--- src/rtl/usb_pkt_pkg.sv ---
`default_nettype none

package usb_pkt_pkg;

  typedef logic [3:0] pid_t;
  typedef logic [6:0] usb_addr_t;
  typedef logic [3:0] usb_endp_t;
  typedef logic [7:0] usb_byte_t;

  // Packet identifiers, low nibble of the PID byte
  localparam pid_t PID_OUT   = 4'b0001;
  localparam pid_t PID_IN    = 4'b1001;
  localparam pid_t PID_SOF   = 4'b0101;
  localparam pid_t PID_SETUP = 4'b1101;
  localparam pid_t PID_ACK   = 4'b0010;
  localparam pid_t PID_NAK   = 4'b1010;
  localparam pid_t PID_DATA0 = 4'b0011;
  localparam pid_t PID_DATA1 = 4'b1011;

  typedef enum logic [1:0] {
    TOK_OUT   = 2'd0,
    TOK_SOF   = 2'd1,
    TOK_IN    = 2'd2,
    TOK_SETUP = 2'd3
  } tok_kind_t;

  typedef enum logic {
    HSK_ACK = 1'b0,
    HSK_NAK = 1'b1
  } hsk_kind_t;

  // Packet shape produced by the assembler
  typedef enum logic [1:0] {
    REQ_TOKEN,
    REQ_HSK,
    REQ_DATA
  } req_kind_t;

  localparam logic [4:0]  CRC5_POLY    = 5'b00101;
  localparam logic [15:0] CRC16_POLY_R = 16'ha001;

  function automatic pid_t tok_pid(input tok_kind_t kind);
    case (kind)
      TOK_OUT: return PID_OUT;
      TOK_SOF: return PID_SOF;
      TOK_IN:  return PID_IN;
      default: return PID_SETUP;
    endcase
  endfunction

  // CRC5 over address and endpoint, LSB first
  // Returned bit-reversed so that bit 0 is the first CRC bit on the wire
  function automatic logic [4:0] crc5_calc(input logic [10:0] bits);
    logic [4:0] crc;
    logic [4:0] res;
    logic       fb;
    crc = 5'h1f;
    for (int i = 0; i < 11; i++) begin
      fb  = bits[i] ^ crc[4];
      crc = {crc[3:0], 1'b0};
      if (fb) crc = crc ^ CRC5_POLY;
    end
    for (int i = 0; i < 5; i++) begin
      res[i] = ~crc[4-i];
    end
    return res;
  endfunction

  // One byte of the reflected CRC16, not inverted
  function automatic logic [15:0] crc16_step(input logic [15:0] crc, input usb_byte_t data);
    logic [15:0] c;
    c = crc ^ {8'h00, data};
    for (int i = 0; i < 8; i++) begin
      if (c[0]) c = (c >> 1) ^ CRC16_POLY_R;
      else c = c >> 1;
    end
    return c;
  endfunction

endpackage

`default_nettype wire

--- src/rtl/pkt_assemble.sv ---
`timescale 1ns/1ps
`default_nettype none

module pkt_assemble (
  input  logic                   clock,
  input  logic                   rst_n_i,

  input  logic                   req_valid_i,
  input  usb_pkt_pkg::req_kind_t req_kind_i,
  input  usb_pkt_pkg::pid_t      req_pid_i,
  input  logic [15:0]            req_field_i,
  input  logic                   req_zero_i,

  input  logic                   dat_valid_i,
  input  usb_pkt_pkg::usb_byte_t dat_data_i,
  input  logic                   dat_last_i,
  input  logic                   stage_ready_i,

  output logic                   req_done_o,
  output logic                   dat_ready_o,
  output logic                   stage_valid_o,
  output usb_pkt_pkg::usb_byte_t stage_data_o,
  output logic                   stage_last_o
);

  typedef enum logic [2:0] {
    PH_PID,
    PH_FIELD_LO,
    PH_FIELD_HI,
    PH_PAYLOAD,
    PH_CRC_LO,
    PH_CRC_HI,
    PH_DONE
  } phase_t;

  phase_t      phase_q;
  phase_t      phase_d;
  logic [15:0] crc_q;
  logic        fire;
  logic        pay_fire;

  assign fire     = stage_valid_o && stage_ready_i;
  assign pay_fire = (phase_q == PH_PAYLOAD) && dat_valid_i && stage_ready_i;

  always_comb begin
    phase_d       = phase_q;
    stage_valid_o = 1'b0;
    stage_data_o  = 8'h00;
    stage_last_o  = 1'b0;
    dat_ready_o   = 1'b0;
    req_done_o    = 1'b0;
    case (phase_q)
      // Waiting phase doubles as the PID slot, offered as soon as a request is up
      PH_PID: begin
        stage_valid_o = req_valid_i;
        stage_data_o  = {~req_pid_i, req_pid_i};
        stage_last_o  = (req_kind_i == usb_pkt_pkg::REQ_HSK);
        if (fire) begin
          case (req_kind_i)
            usb_pkt_pkg::REQ_HSK:   phase_d = PH_DONE;
            usb_pkt_pkg::REQ_TOKEN: phase_d = PH_FIELD_LO;
            default:                phase_d = req_zero_i ? PH_CRC_LO : PH_PAYLOAD;
          endcase
        end
      end
      PH_FIELD_LO: begin
        stage_valid_o = 1'b1;
        stage_data_o  = req_field_i[7:0];
        if (fire) phase_d = PH_FIELD_HI;
      end
      PH_FIELD_HI: begin
        stage_valid_o = 1'b1;
        stage_data_o  = req_field_i[15:8];
        stage_last_o  = 1'b1;
        if (fire) phase_d = PH_DONE;
      end
      // Payload passes straight through, stalls follow dat_valid_i
      PH_PAYLOAD: begin
        stage_valid_o = dat_valid_i;
        stage_data_o  = dat_data_i;
        dat_ready_o   = stage_ready_i;
        if (pay_fire && dat_last_i) phase_d = PH_CRC_LO;
      end
      PH_CRC_LO: begin
        stage_valid_o = 1'b1;
        stage_data_o  = ~crc_q[7:0];
        if (fire) phase_d = PH_CRC_HI;
      end
      PH_CRC_HI: begin
        stage_valid_o = 1'b1;
        stage_data_o  = ~crc_q[15:8];
        stage_last_o  = 1'b1;
        if (fire) phase_d = PH_DONE;
      end
      // Done once the output stage has released the final byte
      PH_DONE: begin
        req_done_o = stage_ready_i;
        if (stage_ready_i) phase_d = PH_PID;
      end
      default: phase_d = PH_PID;
    endcase
  end

  always_ff @(posedge clock) begin
    if (!rst_n_i) begin
      phase_q <= PH_PID;
    end else begin
      phase_q <= phase_d;
    end
  end

  // CRC16 restarts while waiting and runs over accepted payload bytes
  always_ff @(posedge clock) begin
    if (phase_q == PH_PID) begin
      crc_q <= 16'hffff;
    end else if (pay_fire) begin
      crc_q <= usb_pkt_pkg::crc16_step(crc_q, dat_data_i);
    end
  end

endmodule

`default_nettype wire

--- src/rtl/pkt_request_select.sv ---
`timescale 1ns/1ps
`default_nettype none

module pkt_request_select (
  input  logic                   clock,
  input  logic                   rst_n_i,

  input  logic                   tok_send_i,
  input  usb_pkt_pkg::tok_kind_t tok_kind_i,
  input  usb_pkt_pkg::usb_addr_t tok_addr_i,
  input  usb_pkt_pkg::usb_endp_t tok_endp_i,
  input  logic                   hsk_send_i,
  input  usb_pkt_pkg::hsk_kind_t hsk_kind_i,
  input  logic                   dat_send_i,
  input  logic                   dat_odd_i,
  input  logic                   dat_zero_i,
  input  logic                   req_done_i,

  output logic                   req_valid_o,
  output usb_pkt_pkg::req_kind_t req_kind_o,
  output usb_pkt_pkg::pid_t      req_pid_o,
  output logic [15:0]            req_field_o,
  output logic                   req_zero_o,
  output logic                   busy_o,
  output logic                   pkt_done_o
);

  logic                   req_valid_q;
  logic                   deaf_q;
  usb_pkt_pkg::req_kind_t kind_q;
  usb_pkt_pkg::pid_t      pid_q;
  logic [15:0]            field_q;
  logic                   zero_q;
  logic                   idle;
  logic                   any_send;

  assign idle     = !req_valid_q && !deaf_q;
  assign any_send = hsk_send_i || tok_send_i || dat_send_i;

  // Request held until done, then one cycle deaf so the strobe can drop
  always_ff @(posedge clock) begin
    if (!rst_n_i) begin
      req_valid_q <= 1'b0;
      deaf_q      <= 1'b0;
      kind_q      <= usb_pkt_pkg::REQ_HSK;
    end else begin
      deaf_q <= req_valid_q && req_done_i;
      if (idle && any_send) begin
        req_valid_q <= 1'b1;
        if (hsk_send_i) kind_q <= usb_pkt_pkg::REQ_HSK;
        else if (tok_send_i) kind_q <= usb_pkt_pkg::REQ_TOKEN;
        else kind_q <= usb_pkt_pkg::REQ_DATA;
      end else if (req_done_i) begin
        req_valid_q <= 1'b0;
      end
    end
  end

  // Fields of the winner, priority handshake then token then data
  always_ff @(posedge clock) begin
    if (idle) begin
      if (hsk_send_i) begin
        pid_q   <= (hsk_kind_i == usb_pkt_pkg::HSK_NAK) ? usb_pkt_pkg::PID_NAK
                                                         : usb_pkt_pkg::PID_ACK;
        field_q <= 16'h0000;
        zero_q  <= 1'b0;
      end else if (tok_send_i) begin
        pid_q   <= usb_pkt_pkg::tok_pid(tok_kind_i);
        field_q <= {usb_pkt_pkg::crc5_calc({tok_endp_i, tok_addr_i}), tok_endp_i, tok_addr_i};
        zero_q  <= 1'b0;
      end else if (dat_send_i) begin
        pid_q   <= dat_odd_i ? usb_pkt_pkg::PID_DATA1 : usb_pkt_pkg::PID_DATA0;
        field_q <= 16'h0000;
        zero_q  <= dat_zero_i;
      end
    end
  end

  assign req_valid_o = req_valid_q;
  assign req_kind_o  = kind_q;
  assign req_pid_o   = pid_q;
  assign req_field_o = field_q;
  assign req_zero_o  = zero_q;
  assign busy_o      = req_valid_q;
  assign pkt_done_o  = req_done_i;

endmodule

`default_nettype wire

--- src/rtl/tx_byte_stage.sv ---
`timescale 1ns/1ps
`default_nettype none

module tx_byte_stage (
  input  logic                   clock,
  input  logic                   rst_n_i,

  input  logic                   stage_valid_i,
  input  usb_pkt_pkg::usb_byte_t stage_data_i,
  input  logic                   stage_last_i,
  input  logic                   tx_ready_i,

  output logic                   stage_ready_o,
  output logic                   tx_valid_o,
  output usb_pkt_pkg::usb_byte_t tx_data_o,
  output logic                   tx_last_o
);

  logic                   valid_q;
  usb_pkt_pkg::usb_byte_t data_q;
  logic                   last_q;

  // Free when empty or when the held byte leaves this cycle
  assign stage_ready_o = !valid_q || tx_ready_i;

  always_ff @(posedge clock) begin
    if (!rst_n_i) begin
      valid_q <= 1'b0;
    end else if (stage_ready_o) begin
      valid_q <= stage_valid_i;
    end
  end

  always_ff @(posedge clock) begin
    if (stage_valid_i && stage_ready_o) begin
      data_q <= stage_data_i;
      last_q <= stage_last_i;
    end
  end

  assign tx_valid_o = valid_q;
  assign tx_data_o  = data_q;
  assign tx_last_o  = last_q;

endmodule

`default_nettype wire

--- src/rtl/usb_host_pkt_tx.sv ---
`timescale 1ns/1ps
`default_nettype none

module usb_host_pkt_tx (
  input  logic                   clock,
  input  logic                   rst_n_i,

  // Token, handshake and data requests
  input  logic                   tok_send_i,
  input  usb_pkt_pkg::tok_kind_t tok_kind_i,
  input  usb_pkt_pkg::usb_addr_t tok_addr_i,
  input  usb_pkt_pkg::usb_endp_t tok_endp_i,
  input  logic                   hsk_send_i,
  input  usb_pkt_pkg::hsk_kind_t hsk_kind_i,
  input  logic                   dat_send_i,
  input  logic                   dat_odd_i,
  input  logic                   dat_zero_i,

  // Payload stream
  input  logic                   dat_valid_i,
  input  usb_pkt_pkg::usb_byte_t dat_data_i,
  input  logic                   dat_last_i,
  output logic                   dat_ready_o,

  // Byte stream toward the ULPI PHY
  output logic                   tx_valid_o,
  output usb_pkt_pkg::usb_byte_t tx_data_o,
  output logic                   tx_last_o,
  input  logic                   tx_ready_i,

  output logic                   busy_o,
  output logic                   pkt_done_o
);

  logic                   req_valid;
  usb_pkt_pkg::req_kind_t req_kind;
  usb_pkt_pkg::pid_t      req_pid;
  logic [15:0]            req_field;
  logic                   req_zero;
  logic                   req_done;
  logic                   stage_valid;
  usb_pkt_pkg::usb_byte_t stage_data;
  logic                   stage_last;
  logic                   stage_ready;

  pkt_request_select u_request_select (
    .clock       (clock),
    .rst_n_i     (rst_n_i),
    .tok_send_i  (tok_send_i),
    .tok_kind_i  (tok_kind_i),
    .tok_addr_i  (tok_addr_i),
    .tok_endp_i  (tok_endp_i),
    .hsk_send_i  (hsk_send_i),
    .hsk_kind_i  (hsk_kind_i),
    .dat_send_i  (dat_send_i),
    .dat_odd_i   (dat_odd_i),
    .dat_zero_i  (dat_zero_i),
    .req_done_i  (req_done),
    .req_valid_o (req_valid),
    .req_kind_o  (req_kind),
    .req_pid_o   (req_pid),
    .req_field_o (req_field),
    .req_zero_o  (req_zero),
    .busy_o      (busy_o),
    .pkt_done_o  (pkt_done_o)
  );

  pkt_assemble u_assemble (
    .clock         (clock),
    .rst_n_i       (rst_n_i),
    .req_valid_i   (req_valid),
    .req_kind_i    (req_kind),
    .req_pid_i     (req_pid),
    .req_field_i   (req_field),
    .req_zero_i    (req_zero),
    .dat_valid_i   (dat_valid_i),
    .dat_data_i    (dat_data_i),
    .dat_last_i    (dat_last_i),
    .stage_ready_i (stage_ready),
    .req_done_o    (req_done),
    .dat_ready_o   (dat_ready_o),
    .stage_valid_o (stage_valid),
    .stage_data_o  (stage_data),
    .stage_last_o  (stage_last)
  );

  tx_byte_stage u_byte_stage (
    .clock         (clock),
    .rst_n_i       (rst_n_i),
    .stage_valid_i (stage_valid),
    .stage_data_i  (stage_data),
    .stage_last_i  (stage_last),
    .tx_ready_i    (tx_ready_i),
    .stage_ready_o (stage_ready),
    .tx_valid_o    (tx_valid_o),
    .tx_data_o     (tx_data_o),
    .tx_last_o     (tx_last_o)
  );

endmodule

`default_nettype wire

--- config.mk ---
export PLATFORM = sky130hd
export DESIGN_NAME = usb_host_pkt_tx
export DESIGN_NICKNAME = d
export VERILOG_FILES = /design/src/rtl/usb_pkt_pkg.sv /design/src/rtl/pkt_assemble.sv /design/src/rtl/pkt_request_select.sv /design/src/rtl/tx_byte_stage.sv /design/src/rtl/usb_host_pkt_tx.sv
export SDC_FILE = /design/constraint.sdc
export NUM_CORES = 1
export LEC_CHECK = 0
export CORE_ASPECT_RATIO = 0.5
export CORE_MARGIN = 2
export CORE_UTILIZATION = 30
export CTS_CLUSTER_DIAMETER = 120
export CTS_CLUSTER_SIZE = 30
export DETAILED_ROUTE_END_ITERATION = 8
export DONT_BUFFER_PORTS = 1
export SLEW_MARGIN = 20
export SYNTH_ARGS = -nofsm -noshare
export SYNTH_HDL_FRONTEND = slang
export SYNTH_SLANG_ARGS = --single-unit
--- constraint.sdc ---
create_clock -name clock -period 4.42 [get_ports clock]
set_clock_uncertainty 0.1 [all_clocks]
set_input_delay 0.442 -clock clock [delete_from_list [all_inputs] [get_ports clock]]
set_output_delay 0.442 -clock clock [all_outputs]
set_load 0.05 [all_outputs]
==> implementation parameters <==
Parameter                              Value

Global routing
  Number of antenna violations at the first check in global routing    1
  Via count of the first global-routing pass    1985
  GRT Resource Usage Total    13.3%
  Pin count of the biggest net entering global routing    32
  Global route overflow    0
  Global-route wire length before repair    between 10 and 15 mm

Worst setup path
  Critical path cell sequence    or3_1 -> nor2_1 -> nor2_1 -> o21ai_0 -> nor2_1
  Number of buffer and inverter stages on the critical path    0
  Library cell appearing most often on the critical path    sky130_fd_sc_hd__nor2_1
  Cell depth of the worst flop-to-flop path    5
  Reg-to-Reg End    u_byte_stage.tx_data_o[3]
  Family of cells with the greatest summed delay on the critical path    simple AND/OR/NAND/NOR gates
  Master of the slowest instance on the critical path    sky130_fd_sc_hd__dfxtp_1
  Endpoint class of the critical path    flop
  Largest fanout on the critical path    31
  WP data required    4.24 ns
  Worst Setup Start Kind    flop
  Crit path DAT    between 2 and 3 ns
  Worst setup slack for register-to-register paths    1.53 ns
  WS Path Type    flop to flop
  Delay of the slowest cell on the worst path    0.96 ns
  Beginning of the worst register-to-register path    u_assemble.phase_q[0]

Run status
  Status    completed

Final layout
  Area occupied by multi-input gates    1350 um^2
  Final-stage net count    315
  Share of layout cells above drive strength 1    5.65%
  Core Util, Final    33.2%
  Filler instances    roughly 940
  Most common cell after layout, fill and taps aside    sky130_fd_sc_hd__nand2_1
  Post-layout instance count excluding filler cells    405
  Layout overhead on the synthesized area    8.93%
  Area of all sequential standard cells    1380 um^2
  Commonest cells after routing, fill and taps aside    sky130_fd_sc_hd__nand2_1 (34), sky130_fd_sc_hd__xnor2_1 (30), sky130_fd_sc_hd__edfxtp_1 (30)

CTS
  Max Root-Sink Buffers    2
  Number of hold buffers added after cts    0
  Deepest level of the CTS H-tree    2
  Buffers inserted during post-CTS setup optimization    0
  Total clock buffers created by CTS    5
  Quantity of gates resized following cts    0
  Clock transition at the registers of the reported paths    about 0.070 ns
  TritonCTS clock tree    built
  Clock network latency to the later pin of the worst-skew pair    0.29 ns
  Clk root buf    sky130_fd_sc_hd__clkbuf_16
  Number of sinks on the clock net    54

Synthesis
  Cell area after technology mapping    2840 um^2
  Average cell area after synthesis    9.84 um^2
  Synthesized netlist net count    around 320
  Flip-flop and latch count after synthesis    54
  Most frequently used flop master after synthesis    sky130_fd_sc_hd__edfxtp_1
  Sequential share of the synthesized area    48.6%
  Yosys warning count    0
  Count of mapped cells out of synthesis    ~290
  Library cells used by synthesis    37
  Number of flops mapped to enable cells by yosys    30
  Async set-or-reset flop fraction in the synthesized netlist    0%

Timing
  Max Freq    roughly 350 MHz
  Worst slew margin    35.2%
  RSZ-0062 raised after global routing    no
  Final hold violation count    0
  Fin Hold WS    0.166 ns
  Number of max-slew violations in the final report    0
  Final number of setup-violating endpoints    0
  Final total negative setup slack    0 ns
  Slew at the pin closest to its max-slew limit    just under 1 ns
  Period utilisation layout    65.4%
  Time the final worst path needs with I/O delays and setup    about 2.9 ns
  Final worst-path setup slack    1.53 ns

Floorplan
  Starting density of the core    a little under a third
  I/O Pins    45
  Die Span Y    72.8 um
  Area of the core    9320 um^2
  Overall die area    10300 um^2
  Row Count    25
  Die extent in x    142 um

Drt
  Detailed-router iteration count before antenna repair    4
  Detail-routed net length per standard cell    16.6 um
  Vias    2056
  Average vias per placed instance    5.08
  Detailed Route WL    6.71 mm
  Number of DRC violations after detailed routing    0
  Post-route antenna net violation count    0
  DR iter-0 viols    roughly 210

Power
  Areal power density over the cells    624 nW/um^2
  Maximum vdd ir drop    between 0.00015 and 0.0002 V
  Leakage power total    1.16 nW

Hold path
  Cells on Worst Hold Path    2
  Hold path startpoint    rst_n_i
  Type of the tightest min-delay check    primary input to flop
  End point of the worst hold path    u_request_select.req_kind_o[1]

Run
  Max-capacitance violation count    0

Placed design
  Cells after DPL    roughly 400
  HPWL reported at the end of detailed placement    5.10 mm
  Worst slack at placement    1.56 ns
  I/O Buffers    0
  GPL Wtd Cong    approximately 0.88
## worst max path at each step
stage | from | endpoint | slack, ns | cells after the start
global route | u_assemble.phase_q[0] | u_byte_stage.tx_data_o[2] | 1.22 | 5
CTS | u_assemble.phase_q[0] | u_byte_stage.tx_data_o[3] | 1.56 | 5
floorplan | u_assemble.phase_q[0] | dat_ready_o | 2.21 | 4
global placement | u_assemble.phase_q[0] | u_byte_stage.tx_data_o[5] | 1.69 | 5
detailed placement | u_assemble.phase_q[0] | u_byte_stage.tx_data_o[3] | 1.56 | 5
finish | u_assemble.phase_q[0] | u_byte_stage.tx_data_o[3] | 1.53 | 5
## sequential cells by signal, summed over array words and instances (netlist names), 2 cells and up
signal and cells:
u_assemble.crc_q 16, u_request_select.req_field_o 16, u_byte_stage.tx_data_o 8, u_request_select.req_pid_o 4, u_assemble.phase_q 3, u_request_select.req_kind_o 2
## layout make-up
type / count / share of cell area (%)
sequential: 54 / 44.6
inverter: 14 / 1.70
multi-input combinational: 206 / 43.6
timing repair buffer: 1 / 0.242
clock inverter: 3 / 0.848
antenna: 1 / 0.0808
clock buffer: 5 / 4.04
tap: 121 / 4.89
## synth_stat cells (all sizes together) (2+ instances only)
master / number / share of area [%]
inv: 13 / 1.7
and3: 2 / 0.44
and2: 12 / 2.6
o21bai: 2 / 0.53
edfxtp: 30 / 32
o211ai: 13 / 3.4
a221oi: 3 / 0.92
a21oi: 16 / 2.8
nor2b: 7 / 1.5
or3: 3 / 0.66
buf: 3 / 0.48
clkbuf: 12 / 1.6
o31ai: 2 / 0.53
nor3: 2 / 0.35
nand2: 34 / 4.5
o21ai: 19 / 3.3
nand2b: 2 / 0.44
dfxtp: 24 / 17
nor2: 23 / 3.0
mux2: 3 / 1.2
xnor2: 30 / 9.2
mux4: 3 / 2.4
mux2i: 9 / 3.2
xor2: 6 / 1.8
nand3: 5 / 0.88
## layer usage
metal / up-vias / part of all wire [%] / global-route usage (%)
met5: - / 0 / 0
met1: 1002 / 49 / 18.4
met3: 8 / 7.7 / 4.66
met2: 59 / 42 / 20.1
li1: 987 / - / -
met4: 0 / 1.3 / 3.67
## kinds of logic (layout without fill, tap and decap cells)
kind of cell	count (synthesis)	in the layout	share of synthesized area, %
AO/OA/AOI/OAI	61	61	13.4
XOR/XNOR	37	37	12.0
adder cells (fa/ha/maj)	1	1	0.440
buffers and inverters	29	23	3.92
flip-flops	54	54	48.6
multiplexers	15	15	6.73
other	0	1	0
AND/OR/NAND/NOR	92	92	15.0
## report_power, final
part | total [mW] | internal, mW | switching (mW)
registers | 0.935 | 0.668 | 0.268
clock network | 0.395 | 0.213 | 0.182
logic | 0.604 | 0.224 | 0.380
## metrics by stage
| stage | total power, mW | instance area [um^2] |
|---|---|---|
| floorplan | 1.39 | 2840 |
| CTS | 1.94 | 3100 |
| finish | 1.93 | 3100 |
| global route | 2.05 | 3100 |
| detailed placement | 1.54 | 2940 |
| global placement | 1.52 | 2940 |
Power figures use the tool's default switching activity.
